`config.mk`:
```
export PLATFORM = sky130hd
export DESIGN_NAME = spi_flash_master
export DESIGN_NICKNAME = d
export VERILOG_FILES = /design/src/spi_flash_pkg.sv /design/src/spi_clock_pkg.sv /design/src/spi_sclk_gen.sv /design/src/spi_frame_regs.sv /design/src/spi_shift_engine.sv /design/src/spi_master_ctrl.sv /design/src/spi_flash_master.sv
export SDC_FILE = /design/constraint.sdc
export NUM_CORES = 1
export LEC_CHECK = 0
export CAP_MARGIN = 0
export CORE_ASPECT_RATIO = 0.5
export CORE_MARGIN = 3
export CORE_UTILIZATION = 51
export CTS_CLUSTER_SIZE = 40
export DETAILED_ROUTE_END_ITERATION = 8
export DONT_BUFFER_PORTS = 1
export PLACE_DENSITY = 0.66
export SYNTH_ARGS = -nofsm -noshare
export SYNTH_HDL_FRONTEND = slang
export SYNTH_SLANG_ARGS = --single-unit
```
`constraint.sdc`:
```
create_clock -name rst -period 4.35 [get_ports rst]
set_input_delay 0.87 -clock rst [delete_from_list [all_inputs] [get_ports rst]]
set_output_delay 0.87 -clock rst [all_outputs]
set_load 0.1 [all_outputs]
```
`src/spi_flash_pkg.sv`:
```
package spi_flash_pkg;

    // host side widths
    localparam int data_w  = 32;
    localparam int cmd_w   = 8;
    localparam int addr_w  = 32;
    localparam int ctype_w = 3;
    localparam int nbits_w = 6;   // holds 8 to 32
    localparam int dummy_w = 4;

    // command + 32-bit address + 32 data bits
    localparam int frame_w = cmd_w + addr_w + data_w;

    localparam int addr_bits_short = 24;
    localparam int addr_bits_long  = 32;

    // wide enough for the longest frame including dummies
    localparam int cycle_w = 8;

    // request types
    localparam logic [ctype_w-1:0] ctype_cmd      = 3'd0;  // command only
    localparam logic [ctype_w-1:0] ctype_cmd_rd   = 3'd1;  // command, read
    localparam logic [ctype_w-1:0] ctype_addr_rd  = 3'd2;  // command, addr, dummy, read
    localparam logic [ctype_w-1:0] ctype_cmd_wr   = 3'd3;  // command, write
    localparam logic [ctype_w-1:0] ctype_addr_wr  = 3'd4;  // command, addr, write
    localparam logic [ctype_w-1:0] ctype_cmd_addr = 3'd5;  // command, addr

endpackage

```
`src/spi_clock_pkg.sv`:
```
package spi_clock_pkg;

    // system clocks per serial half period
    localparam int clks_per_half_sclk = 2;

    // mode 3
    localparam bit sclk_cpol = 1'b1;  // idle level
    localparam bit sclk_cpha = 1'b1;  // sample on trailing edge

    // divider counter, counts 0 .. clks_per_half_sclk-1
    typedef logic [$clog2(clks_per_half_sclk + 1)-1:0] half_cnt_t;

endpackage

```
`src/spi_sclk_gen.sv`:
```
`timescale 1ns/10ps

module spi_sclk_gen (
    input  logic                              rst,
    input  logic                              clk,
    input  logic                              start,
    input  logic [spi_flash_pkg::cycle_w-1:0] total_cycles,
    output logic                              sclk,
    output logic                              lead_edge,
    output logic                              trail_edge,
    output logic                              done
);
    import spi_flash_pkg::*;
    import spi_clock_pkg::*;

    half_cnt_t        half_cnt;
    logic [cycle_w:0] edges_left;  // two edges per serial cycle
    logic             running;
    logic             tick;

    // sclk toggles on the cycle after tick
    assign tick = running && (half_cnt == half_cnt_t'(clks_per_half_sclk - 1));

    // leaving idle level is the leading edge
    assign lead_edge  = tick && (sclk == sclk_cpol);
    assign trail_edge = tick && (sclk != sclk_cpol);

    always_ff @(posedge rst or posedge clk) begin
        if (clk) begin
            sclk       <= sclk_cpol;
            running    <= 1'b0;
            half_cnt   <= '0;
            edges_left <= '0;
            done       <= 1'b0;
        end else begin
            done <= 1'b0;
            if (start) begin
                running    <= 1'b1;
                half_cnt   <= '0;
                edges_left <= {total_cycles, 1'b0};
            end else if (running) begin
                if (tick) begin
                    half_cnt   <= '0;
                    sclk       <= ~sclk;
                    edges_left <= edges_left - 1'b1;
                    // even edge count, so sclk lands back at idle
                    if (edges_left == 1) begin
                        running <= 1'b0;
                        done    <= 1'b1;
                    end
                end else begin
                    half_cnt <= half_cnt + 1'b1;
                end
            end
        end
    end

    a_single_edge: assert property (
        @(posedge rst) disable iff (clk)
        !(lead_edge && trail_edge)
    );

endmodule

```
`src/spi_frame_regs.sv`:
```
`timescale 1ns/10ps

module spi_frame_regs (
    input  logic                              rst,
    input  logic                              clk,
    input  logic                              accept,
    input  logic [spi_flash_pkg::data_w-1:0]  data_in,
    input  logic [spi_flash_pkg::addr_w-1:0]  address,
    input  logic [spi_flash_pkg::cmd_w-1:0]   command,
    input  logic [spi_flash_pkg::ctype_w-1:0] comm_type,
    input  logic [spi_flash_pkg::nbits_w-1:0] ndata_bits,
    input  logic [spi_flash_pkg::dummy_w-1:0] dummy_cycles,
    input  logic                              four_byte_addr,
    output logic [spi_flash_pkg::frame_w-1:0] tx_frame,
    output logic [spi_flash_pkg::cycle_w-1:0] tx_bits,
    output logic [spi_flash_pkg::nbits_w-1:0] rx_bits,
    output logic [spi_flash_pkg::cycle_w-1:0] total_cycles
);
    import spi_flash_pkg::*;

    logic               has_addr;
    logic               has_wr;
    logic               has_rd;
    logic               has_dummy;
    logic [cycle_w-1:0] addr_len;
    logic [cycle_w-1:0] data_len;
    logic [cycle_w-1:0] tx_len;
    logic [data_w-1:0]  wr_swapped;
    logic [frame_w-1:0] cmd_field;
    logic [frame_w-1:0] addr_field;
    logic [frame_w-1:0] data_field;
    logic [frame_w-1:0] frame_next;

    // phases carried by each request type
    always_comb begin
        has_addr  = 1'b0;
        has_wr    = 1'b0;
        has_rd    = 1'b0;
        has_dummy = 1'b0;
        case (comm_type)
            ctype_cmd_rd: has_rd = 1'b1;
            ctype_addr_rd: begin
                has_addr  = 1'b1;
                has_dummy = 1'b1;
                has_rd    = 1'b1;
            end
            ctype_cmd_wr: has_wr = 1'b1;
            ctype_addr_wr: begin
                has_addr = 1'b1;
                has_wr   = 1'b1;
            end
            ctype_cmd_addr: has_addr = 1'b1;
            default: ;  // command only
        endcase
    end

    assign addr_len = !has_addr      ? '0 :
                      four_byte_addr ? cycle_w'(addr_bits_long) : cycle_w'(addr_bits_short);
    assign data_len = cycle_w'(ndata_bits);
    assign tx_len   = cycle_w'(cmd_w) + addr_len + (has_wr ? data_len : '0);

    // low byte leaves first
    assign wr_swapped = {data_in[7:0], data_in[15:8], data_in[23:16], data_in[31:24]};

    // fields left-justified, then slid behind what precedes them
    assign cmd_field  = {command, {(frame_w - cmd_w){1'b0}}};
    assign addr_field = four_byte_addr ?
        {address, {(frame_w - addr_w){1'b0}}} :
        {address[addr_bits_short-1:0], {(frame_w - addr_bits_short){1'b0}}};
    assign data_field = {wr_swapped, {(frame_w - data_w){1'b0}}};

    assign frame_next = cmd_field
                      | (has_addr ? addr_field >> cmd_w : '0)
                      | (has_wr ? data_field >> (cmd_w + addr_len) : '0);

    always_ff @(posedge rst or posedge clk) begin
        if (clk) begin
            tx_bits      <= '0;
            rx_bits      <= '0;
            total_cycles <= '0;
        end else if (accept) begin
            tx_bits      <= tx_len;
            rx_bits      <= has_rd ? ndata_bits : '0;
            total_cycles <= tx_len + (has_dummy ? cycle_w'(dummy_cycles) : '0)
                          + (has_rd ? data_len : '0);
        end
    end

    always_ff @(posedge rst) begin
        if (accept) begin
            tx_frame <= frame_next;
        end
    end

    a_nbits_legal: assert property (
        @(posedge rst) disable iff (clk)
        accept |-> (ndata_bits[2:0] == 3'd0) && (ndata_bits >= 8) && (ndata_bits <= 32)
    );

endmodule

```
`src/spi_shift_engine.sv`:
```
`timescale 1ns/10ps

module spi_shift_engine (
    input  logic                              rst,
    input  logic                              clk,
    input  logic                              start,
    input  logic                              lead_edge,
    input  logic                              trail_edge,
    input  logic [spi_flash_pkg::frame_w-1:0] tx_frame,
    input  logic [spi_flash_pkg::cycle_w-1:0] tx_bits,
    input  logic [spi_flash_pkg::nbits_w-1:0] rx_bits,
    input  logic                              miso,
    output logic                              mosi,
    output logic [spi_flash_pkg::data_w-1:0]  read_data
);
    import spi_flash_pkg::*;
    import spi_clock_pkg::*;

    // with cpha 0 the first bit must sit on mosi before the first edge
    localparam bit early_out = (sclk_cpha == 1'b0);

    logic               shift_edge;
    logic               sample_edge;
    logic [frame_w-1:0] tx_shift;
    logic [cycle_w-1:0] tx_left;   // bits still to send
    logic [data_w-1:0]  rx_shift;
    logic [data_w-1:0]  rx_aligned;

    assign shift_edge  = sclk_cpha ? lead_edge : trail_edge;
    assign sample_edge = sclk_cpha ? trail_edge : lead_edge;

    always_ff @(posedge rst) begin
        if (start) begin
            tx_shift <= early_out ? tx_frame << 1 : tx_frame;
        end else if (shift_edge) begin
            tx_shift <= tx_shift << 1;
        end
    end

    always_ff @(posedge rst or posedge clk) begin
        if (clk) begin
            mosi    <= 1'b0;
            tx_left <= '0;
        end else if (start) begin
            mosi    <= early_out ? tx_frame[frame_w-1] : 1'b0;
            tx_left <= early_out ? tx_bits - 1'b1 : tx_bits;
        end else if (shift_edge) begin
            if (tx_left != '0) begin
                mosi    <= tx_shift[frame_w-1];  // msb first
                tx_left <= tx_left - 1'b1;
            end else begin
                mosi <= 1'b0;  // read phase, line parked low
            end
        end
    end

    // samples the whole frame, only the tail is kept below
    always_ff @(posedge rst) begin
        if (sample_edge) begin
            rx_shift <= {rx_shift[data_w-2:0], miso};
        end
    end

    // first byte to the top, unused bits fall off
    assign rx_aligned = rx_shift << (data_w - rx_bits);

    // first received byte ends up in 7:0
    assign read_data = {rx_aligned[7:0], rx_aligned[15:8],
                        rx_aligned[23:16], rx_aligned[31:24]};

endmodule

```
`src/spi_master_ctrl.sv`:
```
`timescale 1ns/10ps

module spi_master_ctrl (
    input  logic                             rst,
    input  logic                             clk,
    input  logic                             valid,
    output logic                             ready,
    output logic                             accept,
    output logic                             start,
    input  logic                             done,
    input  logic [spi_flash_pkg::data_w-1:0] read_data,
    output logic [spi_flash_pkg::data_w-1:0] data_out,
    output logic                             ss
);

    typedef enum logic [1:0] {
        st_idle,
        st_setup,
        st_transfer
    } state_t;

    state_t state;

    assign accept = valid && ready;         // valid ignored while busy
    assign start  = (state == st_setup);    // single cycle, setup lasts one clock

    always_ff @(posedge rst or posedge clk) begin
        if (clk) begin
            state    <= st_idle;
            ready    <= 1'b1;
            ss       <= 1'b1;
            data_out <= '0;
        end else begin
            case (state)
                st_idle: begin
                    if (accept) begin
                        ready <= 1'b0;
                        state <= st_setup;
                    end
                end
                st_setup: begin
                    ss    <= 1'b0;  // select together with start
                    state <= st_transfer;
                end
                st_transfer: begin
                    if (done) begin
                        ss       <= 1'b1;
                        ready    <= 1'b1;
                        data_out <= read_data;
                        state    <= st_idle;
                    end
                end
                default: begin
                    ss    <= 1'b1;
                    ready <= 1'b1;
                    state <= st_idle;
                end
            endcase
        end
    end

    a_ss_in_transfer: assert property (
        @(posedge rst) disable iff (clk)
        (state == st_transfer) |-> !ss
    );

endmodule

```
`src/spi_flash_master.sv`:
```
`timescale 1ns/10ps

module spi_flash_master (
    input  logic                              rst,
    input  logic                              clk,
    input  logic [spi_flash_pkg::data_w-1:0]  data_in,
    input  logic [spi_flash_pkg::addr_w-1:0]  address,
    input  logic [spi_flash_pkg::cmd_w-1:0]   command,
    input  logic                              valid,
    input  logic [spi_flash_pkg::ctype_w-1:0] comm_type,
    input  logic [spi_flash_pkg::nbits_w-1:0] ndata_bits,
    input  logic [spi_flash_pkg::dummy_w-1:0] dummy_cycles,
    input  logic                              four_byte_addr,
    output logic                              ready,
    output logic [spi_flash_pkg::data_w-1:0]  data_out,
    output logic                              sclk,
    output logic                              ss,
    output logic                              mosi,
    input  logic                              miso
);
    import spi_flash_pkg::*;

    logic               accept;
    logic               start;
    logic               done;
    logic               lead_edge;
    logic               trail_edge;
    logic [frame_w-1:0] tx_frame;
    logic [cycle_w-1:0] tx_bits;
    logic [nbits_w-1:0] rx_bits;
    logic [cycle_w-1:0] total_cycles;
    logic [data_w-1:0]  read_data;

    spi_master_ctrl i_ctrl (
        .rst       (rst),
        .clk       (clk),
        .valid     (valid),
        .ready     (ready),
        .accept    (accept),
        .start     (start),
        .done      (done),
        .read_data (read_data),
        .data_out  (data_out),
        .ss        (ss)
    );

    // request capture, steers the clock generator and the shifter
    spi_frame_regs i_frame_regs (
        .rst            (rst),
        .clk            (clk),
        .accept         (accept),
        .data_in        (data_in),
        .address        (address),
        .command        (command),
        .comm_type      (comm_type),
        .ndata_bits     (ndata_bits),
        .dummy_cycles   (dummy_cycles),
        .four_byte_addr (four_byte_addr),
        .tx_frame       (tx_frame),
        .tx_bits        (tx_bits),
        .rx_bits        (rx_bits),
        .total_cycles   (total_cycles)
    );

    spi_sclk_gen i_sclk_gen (
        .rst          (rst),
        .clk          (clk),
        .start        (start),
        .total_cycles (total_cycles),
        .sclk         (sclk),
        .lead_edge    (lead_edge),
        .trail_edge   (trail_edge),
        .done         (done)
    );

    spi_shift_engine i_shift_engine (
        .rst        (rst),
        .clk        (clk),
        .start      (start),
        .lead_edge  (lead_edge),
        .trail_edge (trail_edge),
        .tx_frame   (tx_frame),
        .tx_bits    (tx_bits),
        .rx_bits    (rx_bits),
        .miso       (miso),
        .mosi       (mosi),
        .read_data  (read_data)
    );

endmodule

```
* After elaboration in Yosys (flattened, before gate mapping)
Index checks and enable logic that the tools add are counted.
Storage, ports and cells: flip-flop bits (word level) 257, input bits 90, output and inout port bits 36
Cells by class: add/subtract/negate cells 9, equal/unequal tests 11, shift operators 2, multiplexer cells 42, bitwise logic cells 5, reduce and logical (&&, ||, !) cells 20
Operators by type and width (number):
- $mux W72 | 4
- $or A72 B72 Y72 | 2
- $shr A72 B32 Y72 | 1
- $mux W64 | 1
- $mux W8 | 4
- $shl A32 B32 Y32 | 1
- $mux W9 | 3
- $add A8 B8 Y8 | 3
- $mux W6 | 4
- $mux W1 | 17
- $mux W2 | 5
- $reduce_and A2 Y1 | 5
- $add A4 B8 Y9 const A | 1
- $eq A9 B1 Y1 const B | 1
- $sub A9 B1 Y9 const B | 1
- $add A4 B8 Y8 const A | 1
- $reduce_bool A2 Y1 | 4
- $reduce_bool A8 Y1 | 1
- $sub A8 B1 Y8 const B | 1
- $sub A6 B6 Y7 const A | 1
- $eq A3 B2 Y1 const B | 2
- $eq A3 B3 Y1 const B | 2
- $pmux W1 S3 | 2
- $pmux W2 S3 | 1
- other kinds (13) | 21

* Logic depth before layout (Yosys ltp)
Gate-level depths: netlist of the first run.
depth in word-level cells 8, mapped depth 15, mapped depth without buffers 15

* Hierarchy
A second synthesis of the first run with hierarchy kept.
Unflattened totals: cells, all modules 1023, area total of the unflattened synthesis 13374.1 µm²
By module, submodules not included:
- spi_shift_engine | instances 1, cells an instance 481, area each 6438.7 µm², seq. area each 3348.2 µm²
- spi_frame_regs | instances 1, cells an instance 377, area each 4668.2 µm², seq. area each 2712.6 µm²
- spi_master_ctrl | instances 1, cells an instance 84, area each 1496.4 µm², seq. area each 903.4 µm²
- spi_sclk_gen | instances 1, cells an instance 81, area each 770.7 µm², seq. area each 351.6 µm²

* Worst setup path before layout of the first run
Ideal clock, no wire load.
kind in2reg, start point input port comm_type[1] (netlist bit), end point register i_frame_regs.total_cycles[7] (netlist bit), data arrival time 4.097 ns, required time 4.258 ns, path slack 0.161 ns, stages on the path 14, cells stage by stage or3b_1 clkbuf_1 nand2b_1 clkbuf_1 and2_1 ha_1 ha_1 fa_1 ha_1 ha_1 inv_1 o21bai_1 a2111o_1 o211ai_1
Between the ends: longest elaborated chain between the ends 8, elaborated cells between the ends (all ways) 20, those cells by class add/sub: 4; eq/ne: 5; mux: 8; reduce/logical: 3
RTL lines:
- start, declared | RTL line spi_flash_master.sv:10 | input logic [spi_flash_pkg::ctype_w-1:0] comm_type,
- $eq A3 B3 Y1 or $eq A3 B2 Y1 (tied branches) | RTL line spi_frame_regs.sv:40 | case (comm_type)
- $reduce_or A3 Y1 (no line)
- $mux W1 | RTL line spi_frame_regs.sv:40
- $mux W8 | RTL line spi_frame_regs.sv:57 | assign addr_len = !has_addr ? '0 :
- $add A4 B8 Y8 | RTL line spi_frame_regs.sv:60 | assign tx_len = cycle_w'(cmd_w) + addr_len + (has_wr ? data_len : '0);
- $add A8 B8 Y8 (*) | RTL line spi_frame_regs.sv:60
- net i_frame_regs.tx_len[5] | RTL line spi_frame_regs.sv:27 | logic [cycle_w-1:0] tx_len;
- $add A8 B8 Y8 (*) | RTL line spi_frame_regs.sv:84 | total_cycles <= tx_len + (has_dummy ? cycle_w'(dummy_cycles) : '0)
- $add A8 B8 Y8 (*) | RTL line spi_frame_regs.sv:85 | + (has_rd ? data_len : '0);
- end signal, assigned | RTL line spi_frame_regs.sv:84
- end, declared | RTL line spi_frame_regs.sv:17 | output logic [spi_flash_pkg::cycle_w-1:0] total_cycles
The timed path passes the listed nets; every way through them passes the cells marked *. A chain may end at the register's enable or synchronous reset.

* Worst setup path after layout of the first run
start point input port comm_type[1] (netlist bit), end point register i_frame_regs.total_cycles[7] (netlist bit)
Between the ends: longest elaborated chain between the ends 8, elaborated cells between the ends (all ways) 20, those cells by class add/sub: 4; eq/ne: 5; mux: 8; reduce/logical: 3
RTL lines (RTL line):
- $eq A3 B3 Y1 or $eq A3 B2 Y1 (tied branches) | spi_frame_regs.sv:40
- $reduce_or A3 Y1 (no line)
- $mux W1 | spi_frame_regs.sv:40
- $mux W8 | spi_frame_regs.sv:57
- $add A4 B8 Y8 | spi_frame_regs.sv:60
- $add A8 B8 Y8 | spi_frame_regs.sv:60
- $add A8 B8 Y8 | spi_frame_regs.sv:84
- $add A8 B8 Y8 (*) | spi_frame_regs.sv:85
Every way passes the cells marked *; elsewhere a longest branch is shown, timed or not.

==> out/results.tsv, run 1 <==
stage	metric	value	unit
outcome	status	completed	
placement	placedCellCount	1436	
floorplanning	io_pins	126	
global_route	grt_max_degree	105	
drt	routed_wirelength	29600	um
finish	final_cell_count_no_fill	1483	
drt	drt-initial-drc-count	806	
floorplanning	floorplan.initialDensity	52.8	%
critical_path	crit_path_end_kind	flop	
synthesis	yosys-top-cells-area	sky130_fd_sc_hd__edfxtp_1 41%, sky130_fd_sc_hd__dfrtp_1 15%, sky130_fd_sc_hd__nand2_1 10%	
floorplanning	floorplan.core_area	24400	sq um
global_route	overflow	0	
critical_path	cp_slowest_cell	sky130_fd_sc_hd__fa_1	
synthesis	synth-edff-count	176	
power	total_leakage_power	5.27	nW
critical_path	worst-r2r-setup-slack	1.41	ns
power	cellPowerDensity	352	nW/um^2
sta	finalSetupTns	0	ns
critical_path	setup.worst_path.end	i_frame_regs.total_cycles[7]	
synthesis	yosysUniqueCellTypes	68	
sta	grt_setup_unrepaired	false	
critical_path	setup.worst_path.start_class	primary input	
synthesis	ys_ff_latch	257	
power	share_comb_of_total_power	3.3	%
drt	final_antenna_net_count	0	
floorplanning	chipWidth	231	um
synthesis	async_reset_ff_share	31.5	%
synthesis	synth_top_area_cell	sky130_fd_sc_hd__edfxtp_1	
critical_path	worst-setup-path-type	primary input to flop	
drt	viasPerCell	5.83	
power	power_switching_share	20.8	%
critical_path	cp.arrival	3.93	ns
sta	layout_min_cycle_time	3.48	ns
finish	final_common_cell	sky130_fd_sc_hd__nand2_1	
finish	layout-drive-gt1-share	11.1	%
placement	portBuffers	0	
cts	ctsHtreeMaxLevel	1	
finish	flow.area_growth_from_synthesis	8.58	%
cts	clock_latency	0.54	ns
sta	fin_worst_skew	0.0139	ns
floorplanning	row_count	40	
critical_path	r2r_cells	8	
hold_path	min-delay-path-class	primary input to asynchronous set/reset pin	
synthesis	ys_seq_area_share	56.8	%
synthesis	avgSynthCellArea	11.2	sq um
sta	relSlewSlack	22.8	%
sta	final-setup-viol-count	0	
critical_path	path_cells	or3b_1 > nand2b_1 > nand2_1 > fa_1 > inv_1 > ha_1 > fa_1 > a21o_1 > a21oi_1 > o21bai_1 > a2111o_1 > o211ai_1	
critical_path	crit_top_cell	sky130_fd_sc_hd__fa_1	
placement	hpwl	20000	um
cts	cts.repair.resized	0	
power	power.share.clock	43.9	%
cts	tritoncts_clock_tree	built	
global_route	grt_pass1_vias	8642	
drt	routed_wire_length_per_instance	19.9	um
cts	postCtsSetupBuffers	0	
synthesis	synth_warnings	0	
cts	cts_root_buf	sky130_fd_sc_hd__clkbuf_16	
power	p_seq_share	52.8	%
sta	clock.fmax	288	MHz
finish	final_area	14000	sq um
sta	fin_worst_hold_slack	0.371	ns
power	peakVddDrop	301	uV
sta	timing_hold_violations_final	0	
cts	tritoncts.num_buffers	24	
global_route	globalRouteTotalUtil	21.7	%
global_route	grt_first_pass_wirelength	47400	um
critical_path	worst_reg2reg_startpoint	i_frame_regs.rx_bits[1]	
critical_path	cp.required	4.81	ns
placement	gp_congestion	0.866	
sta	finalCritPeriodShare	79.9	%
power	p_switching	1.03	mW
sta	slew_violations	0	
finish	final_cell_mix	355 x sky130_fd_sc_hd__nand2_1, 176 x sky130_fd_sc_hd__edfxtp_1, 77 x sky130_fd_sc_hd__dfrtp_1, 64 x sky130_fd_sc_hd__mux2i_1, 52 x sky130_fd_sc_hd__o21ai_0	
placement	dp_area	13200	sq um
floorplanning	die_area	27300	sq um
run	max_cap_viol_count	0	
synthesis	synth.top_cell.area_share	41.0	%
drt	firstDrtPassIters	5	
cts	numClockSinks	257	
critical_path	worstSetupStartpoint	comm_type[1]	
synthesis	cell_area_after_synthesis	12900	sq um
power	internal-power	3.89	mW
drt	drc_errors	0	
power	post-layout-total-power	4.92	mW
floorplanning	floorplan.die.height	118	um
finish	fin_nets	1240	
critical_path	crit_path_max_fanout	6	
critical_path	reg2reg_to	i_ctrl.data_out[6]	
synthesis	syn-instance-count	1149	
global_route	grt_antenna_before_repair	4	
drt	vias	8650	
synthesis	syn-num-nets	1263	
sta	worst_slew_pin_slew	1.16	ns
critical_path	critPathMaxStageDelay	0.57	ns
cts	cts_hold_buf	0	
cts	clk_transition_reported_paths	0.07	ns
cts	cts_buffer_depth	3	
synthesis	yosys_most_used_dff	sky130_fd_sc_hd__edfxtp_1	
-- worst max-delay path: cells and delay by family --
family / cells / cell delay [ns]
adders and majority gates: 3 / 1.25
AOI/OAI and AO/OA: 5 / 1.02
and+or+nand+nor: 3 / 0.76
buffers and inverters: 1 / 0.05
-- logic make-up (layout without fill, tap and decap cells) --
logic type	count (synthesis)	in the layout	synth area share [%]
AND/OR/NAND/NOR	476	476	15.4
flip-flops	257	257	56.8
AO/OA/AOI/OAI	162	162	8.24
multiplexers	113	113	12.0
buffers and inverters	91	86	3.12
XOR/XNOR	26	26	1.88
adder cells (fa/ha/maj)	24	24	2.68
other	0	3	0
-- layer usage --
layer	vias up	GRT usage (%)	routed length (um)
li1	4027	-	-
met5	-	0	0
met3	54	4.91	2330
met4	0	5.64	771
met1	4252	30.3	12800
met2	317	34.7	13600
-- power by group through the flow --
stage	sequential, mW	combinational, mW	clock [mW]
after global placement	2.65	0.153	0
after global routing	2.60	0.183	2.32
final	2.60	0.161	2.16
after floorplan	2.65	0.131	0
after detailed placement	2.65	0.160	0
after CTS	2.60	0.162	2.22
-- worst min-delay path by stage --
stage                                           start                          end  slack (ns)
after CTS                                  command[4]    i_frame_regs.tx_frame[68]        0.40
after detailed placement  i_shift_engine.rx_shift[30]  i_shift_engine.rx_shift[31]        0.47
final                                             clk          i_ctrl.data_out[30]        0.37
after global routing                       command[4]    i_frame_regs.tx_frame[68]        0.40
after global placement    i_shift_engine.rx_shift[30]  i_shift_engine.rx_shift[31]        0.46
after floorplan           i_shift_engine.rx_shift[30]  i_shift_engine.rx_shift[31]        0.44
-- flip-flops by register name (all words and copies together) (netlist names) --
register and flops:
i_frame_regs.tx_frame 72, i_shift_engine.tx_shift 72, i_ctrl.data_out 32, i_shift_engine.rx_shift 32
i_sclk_gen.edges_left 9, i_frame_regs.total_cycles 8, i_frame_regs.tx_bits 8, i_shift_engine.tx_left 8
i_frame_regs.rx_bits 6, i_ctrl.state 2, i_sclk_gen.half_cnt 2, i_ctrl.ready 1
i_ctrl.ss 1, i_sclk_gen.done 1, i_sclk_gen.running 1, i_sclk_gen.sclk 1
i_shift_engine.mosi 1
-- stage by stage --
step	setup WS (ns)	util, %
2_1_floorplan	0.161	-
3_3_place_gp	0.448	54.0
3_5_place_dp	0.339	54.0
4_1_cts	0.902	57.3
5_1_grt	0.758	57.3
6_report	0.873	57.3
-- synth_stat cells (all sizes together) (4+ instances only) --
cell and instances:
a22o 10, a32o 5, buf 24, nand4 4, nor2 48, nor3 16
a31oi 5, o21ai 72, a32oi 5, inv 22, xor2 10, mux4 31
a211oi 6, xnor2 16, fa 6, a21o 7, edfxtp 176, dfrtp 78
o211ai 7, o221ai 4, a21oi 18, mux2i 64, mux2 18, nand2 357
clkbuf 45, and2 18, nand3 7, o31ai 5, ha 18
-- layout make-up --
class	instances	area [sq um]
antenna	3	7.51
clock buffer	32	682
clock inverter	12	121
fill	2092	10400
inverter	22	85.1
multi-input combinational	801	5190
sequential	257	7320
tap	336	420
timing repair buffer	20	175
No activity file was read; power rests on OpenSTA's default activity.
==> run 2, diff against run 1 <==
--- a/config.mk
+++ b/config.mk
@@ -5,6 +5,7 @@
 export SDC_FILE = /design/constraint.sdc
 export NUM_CORES = 1
 export LEC_CHECK = 0
+export ABC_AREA = 1
 export CAP_MARGIN = 0
 export CORE_ASPECT_RATIO = 0.5
 export CORE_MARGIN = 3
@@ -12,7 +13,7 @@
 export CTS_CLUSTER_SIZE = 40
 export DETAILED_ROUTE_END_ITERATION = 8
 export DONT_BUFFER_PORTS = 1
-export PLACE_DENSITY = 0.66
+export PLACE_DENSITY = 0.69
 export SYNTH_ARGS = -nofsm -noshare
 export SYNTH_HDL_FRONTEND = slang
 export SYNTH_SLANG_ARGS = --single-unit
==> constraint.sdc (replaced) <==
create_clock -name rst -period 2.9 [get_ports rst]
set_input_delay 0.58 -clock rst [delete_from_list [all_inputs] [get_ports rst]]
set_output_delay 0.58 -clock rst [all_outputs]
set_load 0.1 [all_outputs]
==> run 2 against run 1 <==
  * Combinational power grew to 34 times the previous value
  * Sequential power grew to 2.6 times the previous value
  * Setup slack lost 0.70 ns
==> out/results.tsv, run 2 <==
stage	metric	value	unit	change
outcome	status	completed		unchanged
critical_path	path_cells	inv_1 > nand2_1 > buf_4 > nor2_1 > nand2_1 > fa_1 > inv_1 > ha_1 > fa_1 > nand3_1 > nand2_1 > nand2_2 > nand2_1 > a21oi_1 > o21ai_1 > o31ai_1		was or3b_1 > nand2b_1 > nand2_1 > fa_1 > inv_1 > ha_1 > fa_1 > a21o_1 > a21oi_1 > o21bai_1 > a2111o_1 > o211ai_1
synthesis	synthTopCellsByCount	475 x sky130_fd_sc_hd__nand2_1, 256 x sky130_fd_sc_hd__nand3_1, 176 x sky130_fd_sc_hd__edfxtp_1		was 357 x sky130_fd_sc_hd__nand2_1, 176 x sky130_fd_sc_hd__edfxtp_1, 78 x sky130_fd_sc_hd__dfrtp_1
cts	clock_latency	0.53	ns	was 0.54 ns
floorplanning	chipWidth	231	um	about the same
cts	cts_buffer_depth	3		unchanged
global_route	overflow	0		unchanged
floorplanning	row_count	40		unchanged
critical_path	crit_path_max_fanout	10		was 6
synthesis	synth-edff-count	176		unchanged
floorplanning	io_pins	126		unchanged
finish	layout-drive-gt1-share	8.03	%	was 11.1%
sta	layout_min_cycle_time	2.73	ns	
power	peakVddDrop	438	uV	was 301 uV
synthesis	synth_warnings	0		unchanged
critical_path	cp_slowest_cell	sky130_fd_sc_hd__fa_1		unchanged
synthesis	avgSynthCellArea	9.08	sq um	was 11.2 sq um
floorplanning	die_area	27300	sq um	about the same
global_route	grt_max_degree	76		was 105
sta	fin_worst_skew	0.00869	ns	was 0.0139 ns
cts	numClockSinks	257		unchanged
hold_path	min-delay-path-class	primary input to flop		was primary input to asynchronous set/reset pin
placement	dp_area	13500	sq um	was 13,200 sq um
drt	final_antenna_net_count	0		unchanged
synthesis	yosys-top-cells-area	sky130_fd_sc_hd__edfxtp_1 41%, sky130_fd_sc_hd__dfrtp_1 15%, sky130_fd_sc_hd__nand2_1 14%		was sky130_fd_sc_hd__edfxtp_1 41%, sky130_fd_sc_hd__dfrtp_1 15%, sky130_fd_sc_hd__nand2_1 10%
critical_path	reg2reg_to	i_ctrl.data_out[0]		was i_ctrl.data_out[6]
finish	fin_nets	1528		was 1,240
floorplanning	floorplan.die.height	118	um	about the same
sta	relSlewSlack	36.4	%	was 22.8%
cts	clk_transition_reported_paths	0.07	ns	about the same
critical_path	worst-r2r-setup-slack	0.58	ns	was 1.41 ns
synthesis	async_reset_ff_share	31.5	%	unchanged
sta	post-route-worst-setup-slack	0.170	ns	was 0.873 ns
global_route	globalRouteTotalUtil	23.3	%	was 21.7%
synthesis	synth_top_family_by_area	simple AND/OR/NAND/NOR gates		unchanged
synthesis	syn-num-nets	1532		was 1,263
synthesis	synth-simple-area-share	26.7	%	was 15.4%
finish	flow.area_growth_from_synthesis	10.5	%	was 8.58%
critical_path	crit_top_cell	sky130_fd_sc_hd__nand2_1		was sky130_fd_sc_hd__fa_1
sta	timing_hold_violations_final	0		unchanged
sta	finalCritPeriodShare	94.1	%	
drt	viasPerCell	5.75		was 5.83
synthesis	muxShareOfSynthArea	0	%	was 12.0%
power	post-layout-total-power	15.3	mW	was 4.92 mW
cts	tritoncts.num_buffers	24		unchanged
critical_path	cp.required	3.35	ns	was 4.81 ns
synthesis	adder_and_majority_gate_portion_of_the_synthesized_area	2.68	%	about the same
critical_path	cp.arrival	3.18	ns	was 3.93 ns
critical_path	worstSetupStartpoint	comm_type[2]		was comm_type[1]
critical_path	setup.worst_path.end	i_frame_regs.total_cycles[7]		unchanged
sta	grt_setup_unrepaired	false		unchanged
drt	vias	10177		was 8,650
synthesis	synth_top_area_cell	sky130_fd_sc_hd__edfxtp_1		unchanged
finish	final_cell_mix	473 x sky130_fd_sc_hd__nand2_1, 256 x sky130_fd_sc_hd__nand3_1, 176 x sky130_fd_sc_hd__edfxtp_1, 83 x sky130_fd_sc_hd__inv_1, 78 x sky130_fd_sc_hd__dfrtp_1		was 355 x sky130_fd_sc_hd__nand2_1, 176 x sky130_fd_sc_hd__edfxtp_1, 77 x sky130_fd_sc_hd__dfrtp_1, 64 x sky130_fd_sc_hd__mux2i_1, 52 x sky130_fd_sc_hd__o21ai_0
drt	firstDrtPassIters	6		was 5
sta	worst_slew_pin_slew	0.954	ns	was 1.16 ns
drt	drc_errors	0		unchanged
finish	final_area	14200	sq um	was 14,000 sq um
placement	portBuffers	0		unchanged
floorplanning	floorplan.core_area	24400	sq um	about the same
drt	routed_wirelength	31600	um	was 29,600 um
synthesis	yosysMostFrequentCell	sky130_fd_sc_hd__nand2_1		unchanged
global_route	grt_antenna_before_repair	2		was 4
global_route	grt_first_pass_wirelength	51300	um	was 47,400 um
placement	dp_slack	-0.394	ns	was 0.339 ns
sta	final-setup-viol-count	0		unchanged
cts	tritoncts_clock_tree	built		unchanged
drt	drt-initial-drc-count	1056		was 806
synthesis	ys_ff_latch	257		unchanged
placement	hpwl	22700	um	was 20,000 um
synthesis	syn-instance-count	1418		was 1,149
sta	slew_violations	0		unchanged
finish	reg.largest.list	i_frame_regs.tx_frame: 72 flops, i_shift_engine.tx_shift: 72 flops		unchanged
run	max_cap_viol_count	0		unchanged
cts	ctsHtreeMaxLevel	1		unchanged
global_route	grt_pass1_vias	9694		was 8,642
synthesis	synth-xor-area-share	0.544	%	was 1.88%
sta	clock.fmax	366	MHz	
finish	layout.filler_cells	2179		was 2,092
critical_path	setup.worst_path.start_class	primary input		unchanged
critical_path	critPathMaxStageDelay	0.51	ns	was 0.57 ns
critical_path	worst-setup-path-type	primary input to flop		unchanged
synthesis	ys_seq_area_share	56.8	%	about the same
finish	final_common_cell	sky130_fd_sc_hd__nand2_1		unchanged
power	total_leakage_power	6.04	nW	was 5.27 nW
synthesis	synth_compound_area_share	7.74	%	was 8.24%
critical_path	worst_reg2reg_startpoint	i_frame_regs.rx_bits[0]		was i_frame_regs.rx_bits[1]
synthesis	synth.top_cell.area_share	41.1	%	was 41.0%
cts	cts_root_buf	sky130_fd_sc_hd__clkbuf_16		unchanged
synthesis	cell_area_after_synthesis	12900	sq um	about the same
placement	gp_congestion	0.897		was 0.866
drt	routed_wire_length_per_instance	17.9	um	was 19.9 um
synthesis	yosys_most_used_dff	sky130_fd_sc_hd__edfxtp_1		unchanged
critical_path	r2r_cells	8		unchanged
floorplanning	floorplan.initialDensity	52.8	%	about the same
critical_path	crit_path_end_kind	flop		unchanged
synthesis	yosysUniqueCellTypes	51		was 68
power	cellPowerDensity	1070	nW/um^2	was 352 nW/um^2
## run 2: cell count changes after synthesis, moves of 18 or more
cell / change
sky130_fd_sc_hd__nand3_1: +249
sky130_fd_sc_hd__and2_1: -18
sky130_fd_sc_hd__inv_1: +65
sky130_fd_sc_hd__nand2_1: +118
sky130_fd_sc_hd__mux4_2: -31
sky130_fd_sc_hd__mux2i_1: -64
## run 2: worst min-delay path by stage
| stage | cells after the start | slack (ns) | startpoint | end |
|---|---|---|---|---|
| after CTS | 0 | 0.12 | command[0] | i_frame_regs.tx_frame[64] |
| after global placement | 0 | 0.44 | i_shift_engine.rx_shift[24] | i_shift_engine.rx_shift[25] |
| after detailed placement | 0 | 0.44 | i_shift_engine.rx_shift[24] | i_shift_engine.rx_shift[25] |
| after floorplan | 0 | 0.43 | i_shift_engine.rx_shift[24] | i_shift_engine.rx_shift[25] |
| after global routing | 0 | 0.11 | command[0] | i_frame_regs.tx_frame[64] |
| final | 0 | 0.14 | command[0] | i_frame_regs.tx_frame[64] |
## run 2: layout make-up
cell class              instances  area, sq um  share of cell area, %
diodes                          2         5.00                 0.0352
well taps                     336          420                   2.96
flip-flops and latches        257         7320                   51.4
clock buffers                  34          668                   4.70
inverters                      94          364                   2.56
clock inverters                10         83.8                  0.589
repair buffers                 44          420                   2.96
multi-input cells             993         4950                   34.8
## run 2: metrics by stage
stage	cells	TNS [ns]	hold slack, ns	utilization, %
detailed placement	1723	-1.11	0.442	55.2
CTS	1768	0	0.116	58.3
global route	1770	0	0.111	58.4
floorplan	1418	-1.72	0.426	-
global placement	1723	-0.550	0.441	55.2
finish	1770	0	0.138	58.4
## run 2: layer usage
layer  vias to the layer above  global-route usage, %  wire length [um]
met1                      4860                   32.6             13500
met3                        68                   4.87              2530
met4                         0                   7.96              1130
li1                       4847                      -                 -
met2                       402                   36.3             14400
met5                         -                      0                 0
## run 2: cells by family (layout without fill, tap and decap cells)
family,Yosys count,count (layout)
and+or+nand+nor,804,804
adders and majority gates,24,24
buffers and inverters,168,182
DFF,257,257
AOI/OAI and AO/OA,157,157
other,0,2
xor gates and xnor gates,8,8
## run 2: power breakdown
| group | switching, mW | internal (mW) | total (mW) |
|---|---|---|---|
| logic | 3.76 | 1.74 | 5.50 |
| clock network | 1.37 | 1.70 | 3.07 |
| registers | 1.48 | 5.21 | 6.69 |
| total | 6.61 | 8.65 | 15.3 |
## run 2: repair_timing
| action | 4_1_cts | 5_1_grt |
|---|---|---|
| hold endpoints to repair | 33 | 0 |
| hold buffers | 1 | 0 |
| setup endpoints to repair | 0 | 1 |
| buffers inserted | 0 | 0 |
| resized for setup | 0 | 1 |
## run 2: critical path: cells and delay by family
kind	cells	cell delay, ns
AOI/OAI and AO/OA	3	0.32
adders and majority gates	3	1.16
buffers and inverters	3	0.30
and+or+nand+nor	7	0.80
==> run 3, diff against run 2 <==
--- a/config.mk
+++ b/config.mk
@@ -14,6 +14,7 @@
 export DETAILED_ROUTE_END_ITERATION = 8
 export DONT_BUFFER_PORTS = 1
 export PLACE_DENSITY = 0.69
+export SETUP_SLACK_MARGIN = 0.1
 export SYNTH_ARGS = -nofsm -noshare
 export SYNTH_HDL_FRONTEND = slang
 export SYNTH_SLANG_ARGS = --single-unit
==> constraint.sdc (replaced) <==
create_clock -name rst -period 2.3 [get_ports rst]
set_input_delay 0.46 -clock rst [delete_from_list [all_inputs] [get_ports rst]]
set_output_delay 0.46 -clock rst [all_outputs]
set_load 0.1 [all_outputs]
==> run 3 against run 2 <==
  * Die area did not move
  * Combinational power grew 61%
  * Clock skew up 0.012 ns
  * The flow now finishes with violations (negative setup slack)
  * Critical path depth up 2
==> out/results.tsv, run 3 (synthesized netlist as in run 2, its figures left out) <==
stage	metric	value	unit	change
global_route	grt_max_degree	87		was 76
critical_path	cp.required	2.75	ns	was 3.35 ns
placement	placedCellCount	1778		was 1,723
cts	cts_buffer_depth	3		unchanged
critical_path	worst-setup-path-type	primary input to flop		unchanged
sta	layout_min_cycle_time	2.51	ns	
critical_path	r2r_cells	11		was 8
critical_path	setup.worst_path.start_class	primary input		unchanged
drt	drt-initial-drc-count	1158		was 1,056
power	total_leakage_power	6.48	nW	was 6.04 nW
global_route	grt_pass1_vias	10206		was 9,694
placement	gp_congestion	0.927		was 0.897
sta	post-route-worst-setup-slack	-0.213	ns	was 0.170 ns
outcome	status	complete, but fails checks		was completed
finish	post-route-util	61.8	%	was 58.4%
hold_path	min-delay-path-class	primary input to flop		unchanged
finish	layout-drive-gt1-share	13.2	%	was 8.03%
sta	timing_hold_violations_final	0		unchanged
drt	firstDrtPassIters	5		was 6
drt	viasPerCell	5.74		was 5.75
finish	final_cell_count_no_fill	1841		was 1,770
power	peakVddDrop	631	uV	was 438 uV
finish	final_common_cell	sky130_fd_sc_hd__nand2_1		unchanged
sta	fin_worst_hold_slack	0.0313	ns	was 0.138 ns
sta	final-setup-viol-count	4		was 0
outcome	failing_checks	negative setup slack		
run	max_cap_viol_count	0		unchanged
finish	fin_nets	1601		was 1,528
sta	slew_violations	0		unchanged
placement	hpwl	23900	um	was 22,700 um
power	share_comb_of_total_power	43.7	%	was 36.1%
critical_path	cp.arrival	2.96	ns	was 3.18 ns
cts	tritoncts_clock_tree	built		unchanged
power	power.share.clock	20.5	%	was 20.1%
sta	finalCritPeriodShare	109	%	
floorplanning	floorplan.die.height	118	um	unchanged
critical_path	crit_path_max_fanout	10		unchanged
floorplanning	row_count	40		unchanged
drt	final_antenna_net_count	0		unchanged
cts	cts_root_buf	sky130_fd_sc_hd__clkbuf_16		unchanged
finish	antenna_cell_count	0		was 2
drt	drc_errors	0		unchanged
hold_path	worstHoldStart	miso		was command[0]
finish	final-seq-area	7320	sq um	unchanged
global_route	overflow	0		unchanged
floorplanning	floorplan.core_area	24400	sq um	unchanged
placement	dp_slack	-0.812	ns	was -0.394 ns
finish	multi_input_comb_area	5020	sq um	was 4950 sq um
sta	fin_worst_skew	0.0209	ns	was 0.00869 ns
sta	relSlewSlack	57.5	%	was 36.4%
global_route	grt_antenna_before_repair	0		was 2
sta	worst_slew_pin_slew	0.638	ns	was 0.954 ns
finish	layout.filler_cells	2117		was 2,179
cts	clk_transition_reported_paths	0.06	ns	was 0.07 ns
hold_path	worst_hold_path.num_cells	0		unchanged
placement	portBuffers	0		unchanged
sta	grt_setup_unrepaired	true		was false
power	internal-power	11.7	mW	was 8.65 mW
finish	flow.area_growth_from_synthesis	17.0	%	was 10.5%
power	cellPowerDensity	1340	nW/um^2	was 1070 nW/um^2
global_route	grt_first_pass_wirelength	53700	um	was 51,300 um
finish	final_cell_mix	470 x sky130_fd_sc_hd__nand2_1, 255 x sky130_fd_sc_hd__nand3_1, 176 x sky130_fd_sc_hd__edfxtp_1, 90 x sky130_fd_sc_hd__buf_4, 81 x sky130_fd_sc_hd__inv_1		was 473 x sky130_fd_sc_hd__nand2_1, 256 x sky130_fd_sc_hd__nand3_1, 176 x sky130_fd_sc_hd__edfxtp_1, 83 x sky130_fd_sc_hd__inv_1, 78 x sky130_fd_sc_hd__dfrtp_1
drt	routed_wirelength	33800	um	was 31,600 um
floorplanning	die_area	27300	sq um	unchanged
power	power_switching_share	42.3	%	was 43.3%
floorplanning	io_pins	126		unchanged
cts	numClockSinks	257		unchanged
floorplanning	chipWidth	231	um	unchanged
floorplanning	floorplan.initialDensity	52.8	%	unchanged
cts	clock_latency	0.55	ns	was 0.53 ns
critical_path	worst_reg2reg_startpoint	i_frame_regs.rx_bits[1]		was i_frame_regs.rx_bits[0]
critical_path	worstSetupStartpoint	comm_type[2]		unchanged
finish	reg.largest.list	i_frame_regs.tx_frame: 72 flops, i_shift_engine.tx_shift: 72 flops		unchanged
cts	ctsHtreeMaxLevel	1		unchanged
power	p_seq_share	35.8	%	was 43.9%
cts	tritoncts.num_buffers	24		unchanged
power	p_switching	8.56	mW	was 6.61 mW
drt	vias	10573		was 10,177
drt	routed_wire_length_per_instance	18.4	um	was 17.9 um
critical_path	crit_path_end_kind	flop		unchanged
sta	clock.fmax	398	MHz	
global_route	globalRouteTotalUtil	24.6	%	was 23.3%
==> run 3: routing by layer <==
layer	GRT usage (%)	vias up	share of wire [%]
li1	-	4999	-
met2	41.1	432	48
met5	0	-	0
met4	6.15	0	2.9
met3	5.39	68	7.8
met1	32.8	5074	41
==> run 3: critical path: stages <==
cell                      delay (ns)
sky130_fd_sc_hd__nor3_4         0.19
sky130_fd_sc_hd__inv_2          0.07
sky130_fd_sc_hd__o21ai_4        0.09
sky130_fd_sc_hd__inv_6          0.06
sky130_fd_sc_hd__nor2_8         0.12
sky130_fd_sc_hd__inv_4          0.05
sky130_fd_sc_hd__ha_4           0.21
sky130_fd_sc_hd__fa_1           0.50
sky130_fd_sc_hd__inv_2          0.05
sky130_fd_sc_hd__ha_4           0.24
sky130_fd_sc_hd__a21o_1         0.19
sky130_fd_sc_hd__a31oi_2        0.20
sky130_fd_sc_hd__nor2_2         0.08
sky130_fd_sc_hd__o21ai_2        0.13
sky130_fd_sc_hd__nand2_1        0.08
sky130_fd_sc_hd__nand2_1        0.08
sky130_fd_sc_hd__nand3_2        0.08
sky130_fd_sc_hd__o21ai_2        0.08
==> run 3: final cells by class <==
cell class / instances / area share [%]
clock buffer: 37 / 4.58
clock inverter: 7 / 0.831
inverter: 94 / 2.48
multi-input combinational: 993 / 33.4
sequential: 257 / 48.6
tap: 336 / 2.79
timing repair buffer: 117 / 7.39
==> run 3: what timing repair did <==
item	in CTS	in global routing
hold buffers	9	0
buffers inserted	6	5
gates resized for setup	6	15
endpoints found under the hold margin	23	0
pin swaps	6	5
gates cloned	0	1
setup endpoints to repair	5	29
==> run 3: power by group through the flow <==
stage          Sequential, mW  Combinational, mW  Clock, mW
3_5_place_dp             7.32               8.63          0
2_1_floorplan            8.40               5.12          0
5_1_grt                  7.38               9.75       4.39
3_3_place_gp             7.28               8.46          0
4_1_cts                  7.25               8.68       4.20
6_report                 7.24               8.85       4.14
==> run 3: worst paths after layout <==
check	endpoint	slack, ns
min reg2reg	i_shift_engine.rx_shift[25]	0.45
max reg2reg	i_ctrl.data_out[11]	0.26
max	i_frame_regs.total_cycles[6]	-0.21
min	i_shift_engine.rx_shift[0]	0.03
min in group asynchronous	i_ctrl.data_out[9]	0.40
max in group asynchronous	i_sclk_gen.sclk	1.27
==> run 3: stage by stage <==
| stage | area (sq um) | setup TNS (ns) | power [mW] |
|---|---|---|---|
| final | 15100 | -0.496 | 20.2 |
| after global routing | 15100 | -0.841 | 21.5 |
| after CTS | 14900 | -0.344 | 20.1 |
| after detailed placement | 14000 | -3.55 | 15.9 |
| after global placement | 14000 | -3.11 | 15.7 |
| after floorplan | 13000 | -4.54 | 13.5 |
